[src/verilog/lcd_pkg.sv]
// bus widths, cycle timing, panel command codes and the state, op and bus enums
package lcd_pkg;

    localparam int LCD_DW     = 16;
    localparam int FILL_CNT_W = 16;

    localparam int RESET_CYCLES = 16;                 // panel reset low time
    localparam int RST_CNT_W    = $clog2(RESET_CYCLES);

    localparam int WR_LOW_CYCLES  = 2;
    localparam int WR_HIGH_CYCLES = 2;
    localparam int RD_LOW_CYCLES  = 4;                // data sampled in the last low cycle
    localparam int WR_LEN         = WR_LOW_CYCLES + WR_HIGH_CYCLES;
    localparam int RD_LEN         = RD_LOW_CYCLES + 1;
    localparam int BUS_CNT_W      = $clog2((RD_LEN > WR_LEN) ? RD_LEN : WR_LEN);

    localparam int INIT_LEN = 8;
    localparam int INIT_AW  = $clog2(INIT_LEN);

    // panel commands issued by the controller itself
    localparam logic [LCD_DW-1:0] CMD_MEM_WRITE = 16'h002C;
    localparam logic [LCD_DW-1:0] CMD_READ_ID   = 16'h00D3;

    typedef enum logic [2:0] {
        OP_WR_CMD     = 3'd0,
        OP_WR_DATA    = 3'd1,
        OP_FILL_COUNT = 3'd2,
        OP_FILL       = 3'd3,
        OP_READ_ID    = 3'd4
    } host_op_t;

    typedef enum logic [2:0] {
        ST_RESET,
        ST_INIT,
        ST_IDLE,
        ST_HOST,
        ST_FILL_CMD,
        ST_FILL_PIX,
        ST_ID_CMD,
        ST_ID_READ
    } ctrl_state_t;

    typedef enum logic {
        BUS_WRITE = 1'b0,
        BUS_READ  = 1'b1
    } bus_op_t;

endpackage

[src/verilog/lcd_bus_writer.sv]
`timescale 1ns/1ps
// 8080 bus cycle timing: write and read strobes, chip select, data capture
module lcd_bus_writer (
    input  logic                          pclk,
    input  logic                          rst_n,
    input  logic                          bus_start_i,
    input  lcd_pkg::bus_op_t              bus_op_i,
    input  logic                          bus_rs_i,
    input  logic [lcd_pkg::LCD_DW-1:0]    bus_wdata_i,
    input  logic [lcd_pkg::LCD_DW-1:0]    lcd_data_i,
    output logic                          bus_done_o,
    output logic [lcd_pkg::LCD_DW-1:0]    bus_rdata_o,
    output logic                          lcd_cs_o,
    output logic                          lcd_rs_o,
    output logic                          lcd_wr_o,
    output logic                          lcd_rd_o,
    output logic [lcd_pkg::LCD_DW-1:0]    lcd_data_o,
    output logic                          lcd_oe_o
);

    logic                            active;   // cycle in progress
    logic [lcd_pkg::BUS_CNT_W-1:0]   cnt;      // cycles since strobe start
    lcd_pkg::bus_op_t                op_q;
    logic                            last;

    assign last = (op_q == lcd_pkg::BUS_WRITE) ?
                  (cnt == lcd_pkg::BUS_CNT_W'(lcd_pkg::WR_LEN - 1)) :
                  (cnt == lcd_pkg::BUS_CNT_W'(lcd_pkg::RD_LEN - 1));

    assign bus_done_o = active && last;

    always_ff @(posedge pclk) begin
        if (!rst_n) begin
            active   <= 1'b0;
            cnt      <= '0;
            lcd_cs_o <= 1'b1;
            lcd_rs_o <= 1'b0;
            lcd_wr_o <= 1'b1;
            lcd_rd_o <= 1'b1;
            lcd_oe_o <= 1'b0;
        end else if (!active) begin
            if (bus_start_i) begin
                active   <= 1'b1;
                cnt      <= '0;
                lcd_cs_o <= 1'b0;
                lcd_rs_o <= bus_rs_i;
                lcd_wr_o <= (bus_op_i != lcd_pkg::BUS_WRITE);
                lcd_rd_o <= (bus_op_i != lcd_pkg::BUS_READ);
                lcd_oe_o <= (bus_op_i == lcd_pkg::BUS_WRITE);   // drive only on writes
            end
        end else begin
            cnt <= cnt + 1'b1;
            if (cnt == lcd_pkg::BUS_CNT_W'(lcd_pkg::WR_LOW_CYCLES - 1)) begin
                lcd_wr_o <= 1'b1;   // panel latches data on this edge
            end
            if (cnt == lcd_pkg::BUS_CNT_W'(lcd_pkg::RD_LOW_CYCLES - 1)) begin
                lcd_rd_o <= 1'b1;
            end
            if (last) begin
                active   <= 1'b0;
                lcd_cs_o <= 1'b1;
                lcd_oe_o <= 1'b0;
            end
        end
    end

    always_ff @(posedge pclk) begin
        if (!active && bus_start_i) begin
            op_q       <= bus_op_i;
            lcd_data_o <= bus_wdata_i;
        end
        // sample in the last low cycle of the read strobe
        if (active && op_q == lcd_pkg::BUS_READ &&
            cnt == lcd_pkg::BUS_CNT_W'(lcd_pkg::RD_LOW_CYCLES - 1)) begin
            bus_rdata_o <= lcd_data_i;
        end
    end

    a_wr_rd_exclusive: assert property (@(posedge pclk) disable iff (!rst_n)
        !(!lcd_wr_o && !lcd_rd_o));

endmodule

[config.mk]
export PLATFORM = sky130hd
export DESIGN_NAME = lcd_bus_writer
export DESIGN_NICKNAME = d
export VERILOG_FILES = /design/src/verilog/lcd_pkg.sv /design/src/verilog/lcd_bus_writer.sv
export SDC_FILE = /design/constraint.sdc
export NUM_CORES = 1
export LEC_CHECK = 0
export BUFFER_PORTS_ARGS = -buffer_cell sky130_fd_sc_hd__clkbuf_2
export CAP_MARGIN = 20
export CORE_MARGIN = 3
export CORE_UTILIZATION = 35
export DETAILED_ROUTE_END_ITERATION = 16
export HOLD_SLACK_MARGIN = 0.12
export PLACE_DENSITY = 0.69
export SYNTH_ARGS = -nofsm -noshare
export SYNTH_HDL_FRONTEND = slang
export SYNTH_SLANG_ARGS = --single-unit
[constraint.sdc]
create_clock -name pclk -period 4.4 [get_ports pclk]
set_clock_uncertainty 0.1 [all_clocks]
set_input_delay 0.44 -clock pclk [delete_from_list [all_inputs] [get_ports pclk]]
set_output_delay 0.44 -clock pclk [all_outputs]
set_load 0.05 [all_outputs]
Yosys cells after proc, flatten, opt, wreduce, memory -nomap -nowiden
Cells that the tools add are included.
Widths: inputs -> output; s select.
{ "word_totals": {"reg_bits": 42, "latchBits": 0, "mem_bits_rw": 0, "rom_bits": 0, "in_bits": 37, "output_inout_bits": 38, "word_cells": 46, "memories": 0} }
{ "op_classes": {"add_sub_neg": 1, "mul": 0, "div": 0, "magnitude_cmp": 0, "eq_ne": 6, "shifts": 0, "mux": 17, "n_bitwise": 2, "n_reduce_logical": 10} }
{ "ops": {"columns": ["operator", "count"], "rows": [
  ["$mux 1", 15],
  ["$reduce_and 2->1", 4],
  ["$mux 3", 2],
  ["$ne 2x1->1 const B", 3],
  ["$logic_and 1x1->1", 4],
  ["$add 3x1->3 const B", 1],
  ["$eq 3x1->1 const B", 1],
  ["$eq 3x2->1 const B", 1],
  ["$eq 3x3->1 const B", 1],
  ["$not 1->1", 2],
  ["$reduce_bool 2->1", 1],
  ["$logic_not 1->1", 1]
]} }

Longest topological paths before layout
Gate-level depths: netlist of run 1.
{ "logic_depth": {"ltp_word": 4, "ltp_mapped": 5, "ltp_nobuf": 5} }

Least setup slack after synthesis of run 1
No wires, ideal clock.
{ "synth_path": {"path_type": "flip-flop to output port", "start": "register cnt[0] (netlist name)", "end": "output port bus_done_o", "arrival_time_ps": 1527, "required_ps": 3860, "slack_ps": 2333, "stages_incl_launch_ff": 5, "n_path_buf": 0, "path_cell_list": "dfxtp_1 ha_1 ha_1 nand2b_1 a21oi_1"} }
{ "synth_between": {"elab_chain_cells": 3, "word_cells_on_any_way": 4, "classes_between": "2 x eq/ne; 1 x mux; 1 x reduce/logical"} }
{ "synth_rtl": {"columns": ["item", "line_no", "source"], "rows": [
  ["start, declared", "lcd_bus_writer.sv:22", "logic [lcd_pkg::BUS_CNT_W-1:0] cnt;"],
  ["start signal, assigned", "lcd_bus_writer.sv:52", "cnt <= cnt + 1'b1;"],
  ["$eq 3x2->1 or $eq 3x3->1 (tied branches)", "lcd_bus_writer.sv:27, lcd_bus_writer.sv:28", null],
  ["$mux 1 (*)", "lcd_bus_writer.sv:26", "assign last = (op_q == lcd_pkg::BUS_WRITE) ?"],
  ["$logic_and 1x1->1 (*)", "lcd_bus_writer.sv:30", "assign bus_done_o = active && last;"],
  ["end, declared", "lcd_bus_writer.sv:11", "output logic bus_done_o,"]
]} }
Every way passes the cells marked *; elsewhere a longest branch is shown, timed or not.

Worst setup path in the final report of run 1
Same ends and word-level chain as after synthesis.

==> summary.md, run 1 <==
• result of the run: complete, no violations
• worst vdd rail ir drop: 0.205 mV
• Longest Clk Path Bufs: 2
• total gr overflow: 0
• part of the Yosys area used for sequential elements: 80.4%
• Hold/Removal Path Class: in2reg
• row count: 22
• nets in the synthesized netlist: 128
• Total Neg Setup Slack: 0 ns
• vias per std cell: 4.43
• routed wire length: 2.92 mm
• count of buffers inserted at the top-level ports: 74
• final estimated routing congestion in global placement: 0.828
• arrival time worst endpoint: 1.55 ns
• dominant cells by area after synthesis: edfxtp_1 68%, dfxtp_1 12%, ha_1 4.3%
• Core ar.: 3830 sq um
• Tcrit/Tclk final: 47.5%
• portion of total power attributed to combinational logic: 10.3%
• Worst Path Max Fanout: 3
• power dissipated by switching net loads: 0.000182 W
• total leakage power: 0.854 nW
• setup repair after global routing missed its margin: no
• remaining antenna violation count: 0
• nets@finish: 208
• width of the chip: 70.5 um
• normalized max-slew margin: 48.6%
• Clk pin slew, worst setup/hold paths: 0.08 ns
• nature of the critical path startpoint: flip-flop
• fraction of final layout cells with drive strength greater than 1: 49.1%
• clock latency of the later-clocked register in the worst-skew pair: 0.28 ns
• first-pass GRT wire length: 4.61 mm
• half-perimeter wire length after detailed placement: 2.36 mm
• clock tree from TritonCTS: built
• distinct cell type count of the synthesized netlist: 25
• Fmax: 479 MHz
• initial antenna violation count: 0
• pins over their slew limit: 0
• cell count after synthesis: 86
• Die Ht: 70.5 um
• GR peak layer: met2
• number of sinks driven by the clock tree: 42
• endpoint required time on the critical path: 3.86 ns
• max_cap viols: 0
• cell with the largest stage delay on the worst path: dfxtp_1
• register share of total power: 55.0%
• Yosys top cell area share: 68.0%
• mean instance size in the synthesized netlist: 16.9 sq um
• cell area power density: 412 nW/um^2
• CTS root buf: clkbuf_8
• CTS Hold Bufs: 0
• type of the worst setup path: reg2out
• layout-stage area growth over the synthesis result: 36.5%
• number of diodes added for antenna fixing: 0
• via count of the first global-routing pass: 1004
• Internal Pwr Total: 0.000637 W
• ys async rst share: 0%
• routed length per placed instance: 13.6 um
• slew at the pin closest to its max-slew limit: 0.771 ns
• TritonCTS buffer count: 5
• nature of the critical path endpoint: primary output
• Synth warnings: 0
• All-Layer GR Usage: 12.0%
• sequence of cells on the critical path: ha_1 -> ha_1 -> nand2b_1 -> a21oi_1 -> clkbuf_2
• cell with the most instances on the worst path: ha_1
• area of the mapped netlist: 1460 sq um
• Slowest Stage Delay on Critical Path: 0.37 ns
• # H-tree levels: 2
• Final min period: 2.09 ns
• Post CTS Setup Buffer Count: 0
• final setup violation count: 0
• flip-flop and latch count after synthesis: 42
• number of hold violations in the final report: 0
• GR Util met3: 4.03%
• number of DRC violations after detailed routing: 0
• routed vias: 953
• worst slack, placed: 2.56 ns
• initial drt markers: 76
• Top-Level Pins: 75
• clock group share of total power: 34.8%
• final critical-path setup slack: 2.31 ns
• Fill cells: 348
• library cell occupying the most area in the post-synthesis netlist: edfxtp_1
• first-pass iteration count of the detailed router: 4
• Total Power Consumption: 0.000820 W
• met1 GRT Util: 12.1%
• most instantiated flip-flop cell in the synthesis netlist: edfxtp_1
• Post-CTS Resized: 0
• pin count of the biggest net entering global routing: 21
• switching share of power: 22.2%
• met2 track demand over resource in global routing: 22.1%
• count of flip-flops with a built-in enable after synthesis: 33
• Die Footprint: 4970 sq um
• Starting Density: 38.1%
kinds of logic (layout without fill, tap and decap cells):
| logic type | Yosys count | after routing | synth area share [%] |
|---|---|---|---|
| buffers and inverters | 7 | 88 | 1.89 |
| AOI/OAI and AO/OA | 11 | 11 | 4.47 |
| DFF | 42 | 42 | 80.4 |
| adders and majority gates | 5 | 5 | 4.30 |
| and+or+nand+nor | 19 | 19 | 7.47 |
| muxes | 2 | 2 | 1.46 |
synth_stat cells, types with 2 or more instances:
library cell / number
nor2_1: 3
nor2b_1: 2
inv_2: 2
dfxtp_1: 9
inv_1: 4
or3_1: 2
ha_1: 5
o21ai_1: 2
a21oi_1: 5
a31oi_1: 2
nand2b_1: 2
nand2_1: 3
edfxtp_1: 33
worst paths after layout:
check	from	to	cells after the start	slack (ns)
worst min-delay path	lcd_data_i[13]	bus_rdata_o[13]	1	0.23
worst min register to register	lcd_wr_o	lcd_wr_o	2	0.39
worst max register to register	cnt[0]	bus_rdata_o[1]	3	2.57
worst max-delay path	cnt[0]	bus_done_o	5	2.31
per-stage QoR:
stage               hold slack, ns  std cells  instance area, sq um  utilization [%]
finish                       0.227        215                  1990             52.0
global placement             0.369        207                  1880             49.2
floorplan                    0.402         86                  1460                -
global route                 0.214        215                  1990             52.0
detailed placement           0.370        207                  1880             49.2
CTS                          0.218        215                  1990             52.0
cell usage in the layout (no fill, tap or decap), types with 3 or more instances in the layout:
cell and n:
ha_1 5, edfxtp_1 33, inv_1 4, nand2_1 3, clkbuf_8 5, clkbuf_2 74
nor2_1 3, a21oi_1 5, dfxtp_1 9
final cells by class:
class | instances | area, sq um | share of cell area [%]
Clock buffer | 7 | 76.3 | 3.84
Clock inverter | 1 | 30.0 | 1.51
Inverter | 6 | 22.5 | 1.13
Multi-Input combinational cell | 37 | 258 | 13.0
Sequential cell | 42 | 1170 | 58.9
Tap cell | 48 | 60.1 | 3.02
Timing Repair Buffer | 74 | 370 | 18.6
flip-flops by register name (all words and copies together) (netlist names):
name,cells
lcd_rs_o,1
cnt,3
bus_rdata_o,16
lcd_wr_o,1
active,1
lcd_oe_o,1
lcd_rd_o,1
lcd_cs_o,1
lcd_data_o,16
op_q,1
layer usage:
metal  wire, um  part of all wire (%)
met5          0                     0
met4         49                   1.7
met3        163                   5.6
met2       1670                    57
met1       1040                    36
power by group through the flow:
| stage | clock network (W) | registers, W | logic, W |
|---|---|---|---|
| floorplan | 0 | 0.000496 | 0.0000165 |
| global placement | 0 | 0.000459 | 0.0000831 |
| detailed placement | 0 | 0.000459 | 0.0000851 |
| CTS | 0.000295 | 0.000450 | 0.0000852 |
| global route | 0.000314 | 0.000452 | 0.0000901 |
| finish | 0.000285 | 0.000451 | 0.0000841 |
worst max-delay path, delay by kind of cell, from the launching register on:
kind / cells / cell delay (ns)
and+or+nand+nor: 1 / 0.06
buffers and inverters: 1 / 0.31
adders and majority gates: 2 / 0.34
AOI/OAI and AO/OA: 1 / 0.19
DFF: 1 / 0.37
No activity file was read; power rests on OpenSTA's default activity.
==> run 2: changes to the inputs <==
--- a/config.mk
+++ b/config.mk
@@ -11,7 +11,7 @@
 export CORE_UTILIZATION = 35
 export DETAILED_ROUTE_END_ITERATION = 16
 export HOLD_SLACK_MARGIN = 0.12
-export PLACE_DENSITY = 0.69
+export PLACE_DENSITY = 0.72
 export SYNTH_ARGS = -nofsm -noshare
 export SYNTH_HDL_FRONTEND = slang
 export SYNTH_SLANG_ARGS = --single-unit
==> constraint.sdc (replaced) <==
create_clock -name pclk -period 1.72 [get_ports pclk]
set_clock_uncertainty 0.1 [all_clocks]
set_input_delay 0.172 -clock pclk [delete_from_list [all_inputs] [get_ports pclk]]
set_output_delay 0.172 -clock pclk [all_outputs]
set_load 0.05 [all_outputs]
==> summary.md, run 2 (synthesis gave the netlist of run 1 again) <==
• final setup violation count: 0, unchanged
• Fill cells: 303, -13%
• Hold/Removal Path Class: in2reg
• clock latency of the later-clocked register in the worst-skew pair: 0.28 ns, about the same
• number of DRC violations after detailed routing: 0, unchanged
• width of the chip: 70.5 um, unchanged
• Tcrit/Tclk final: 97.3%
• final critical-path setup slack: 0.0468 ns, -2.26 ns
• number of diodes added for antenna fixing: 0, unchanged
• routed wire length: 3.39 mm, +16%
• cell area power density: 868 nW/um^2, +110%
• endpoint required time on the critical path: 1.45 ns, -2.41 ns
• Worst Path Max Fanout: 3, unchanged
• worst vdd rail ir drop: 0.757 mV, +270%
• Multi-input gate area: 289 sq um, +12%
• Clk pin slew, worst setup/hold paths: 0.07 ns, about the same
• # H-tree levels: 2, unchanged
• total leakage power: 1.01 nW, +18%
• most used cells in the layout excluding fill and tap cells: 73 x clkbuf_2, 35 x dlygate4sd3_1, 33 x edfxtp_1, 7 x dfxtp_1, 6 x clkbuf_8
• routed length per placed instance: 13.5 um, -0.70%
• nature of the critical path endpoint: primary output
• first-pass iteration count of the detailed router: 4, unchanged
• most common cell after layout, fill and taps aside: clkbuf_2
• fraction of final layout cells with drive strength greater than 1: 45.1%, -4.0 points
• reg2reg setup slack: 0.17 ns, -2.40 ns
• Final min period: 1.67 ns
• routed vias: 1111, +17%
• normalized max-slew margin: 46.6%, -2.0 points
• Fmax: 598 MHz
• final worst hold slack: 0.137 ns, -0.0900 ns
• Die Ht: 70.5 um, unchanged
• footprint of the flip-flops and latches: 1180 sq um, +0.43%
• total gr overflow: 0, unchanged
• initial drt markers: 56, -26%
• TritonCTS buffer count: 5, unchanged
• number of sinks driven by the clock tree: 42, unchanged
• first-pass GRT wire length: 5.31 mm, +15%
• Starting Density: 38.1%, unchanged
• Die Footprint: 4970 sq um, unchanged
• sequence of cells on the critical path: inv_1 -> ha_2 -> nand3_2 -> a21oi_4 -> buf_8
• cell with the largest stage delay on the worst path: dfxtp_2
• result of the run: complete, no violations
• pin count of the biggest net entering global routing: 21, unchanged
• All-Layer GR Usage: 13.8%, +1.7 points
• row count: 22, unchanged
• nets@finish: 245, +18%
• arrival time worst endpoint: 1.40 ns, -0.15 ns
• via count of the first global-routing pass: 1181, +18%
• number of hold violations in the final report: 0, unchanged
• slew at the pin closest to its max-slew limit: 0.801 ns, +0.0303 ns
• clock tree from TritonCTS: built
• CTS root buf: clkbuf_8
• count of buffers inserted at the top-level ports: 74, unchanged
• vias per std cell: 4.41, -0.54%
• Slowest Stage Delay on Critical Path: 0.34 ns, -0.03 ns
• half-perimeter wire length after detailed placement: 2.25 mm, -4.4%
• layout-stage area growth over the synthesis result: 64.9%
• final estimated routing congestion in global placement: 0.783, -5.5%
• type of the worst setup path: reg2out
• Top-Level Pins: 75, unchanged
• nature of the critical path startpoint: flip-flop
• Total Power Consumption: 0.00208 W, +150%
• Longest Clk Path Bufs: 2, unchanged
• pins over their slew limit: 0, unchanged
• worst slack, placed: 0.187 ns, -2.38 ns
• leading registers by flop count: bus_rdata_o x16, lcd_data_o x16, cnt x3
• Core ar.: 3830 sq um, unchanged
• Post CTS Setup Buffer Count: 0, unchanged
• max_cap viols: 0, unchanged
• remaining antenna violation count: 0, unchanged
• initial antenna violation count: 0, unchanged
-- run 2: cell types whose count changed in the layout (fill, tap and decap cells not counted), moves of 2 or more --
cell / change
dlygate4sd3_1: +35
clkbuf_1: -2
dfxtp_1: -2
ha_1: -2
-- run 2: path summary, 6_finish.rpt --
kind	start	end	cells after the start
setup / recovery	cnt[1]	bus_done_o	5
hold / removal	bus_start_i	cnt[0]	3
setup reg to reg	active	lcd_rs_o	3
hold reg to reg	lcd_rd_o	lcd_rd_o	2
-- run 2: metrics by stage --
| stage | util [%] | instance area (sq um) | setup TNS (ns) | cells |
|---|---|---|---|---|
| 3_3_place_gp | 50.0 | 1910 | 0 | 209 |
| 2_1_floorplan | - | 1460 | 0 | 86 |
| 3_5_place_dp | 50.0 | 1910 | 0 | 209 |
| 5_1_grt | 62.8 | 2400 | -0.0216 | 252 |
| 4_1_cts | 61.9 | 2370 | 0 | 252 |
| 6_report | 62.8 | 2400 | 0 | 252 |
-- run 2: layer usage --
metal | up-vias | GRT usage [%] | routed length [um]
met2 | 32 | 25.4 | 1920
met3 | 6 | 4.89 | 178
met5 | - | 0 | 0
met1 | 525 | 14.3 | 1240
met4 | 0 | 4.68 | 57
li1 | 548 | - | -
-- run 2: final cells by class --
cell class                 instances  share of cell area, %
clock buffer                       6                   3.44
clock inverter                     2                  0.521
inverter                           6                  0.938
tap                               48                   2.50
multi-input combinational         37                   12.0
sequential                        42                   49.0
timing repair buffer             111                   31.6
-- run 2: timing repair --
item	in CTS	in global routing
resized for setup	3	8
endpoints found under the setup margin	1	1
pin swaps	0	1
endpoints found under the hold margin	36	0
hold buffers	35	0
-- run 2: power breakdown --
part	internal (W)	switching [W]
Sequential	0.00113	0.0000166
Combinational	0.000118	0.000173
Clock	0.000322	0.000321
-- run 2: worst max-delay path: cells and delay by family, from the launching register on --
family | cells | cell delay [ns]
buffers and inverters | 2 | 0.25
and+or+nand+nor | 1 | 0.12
AOI/OAI and AO/OA | 1 | 0.21
adders and majority gates | 1 | 0.20
DFF | 1 | 0.34
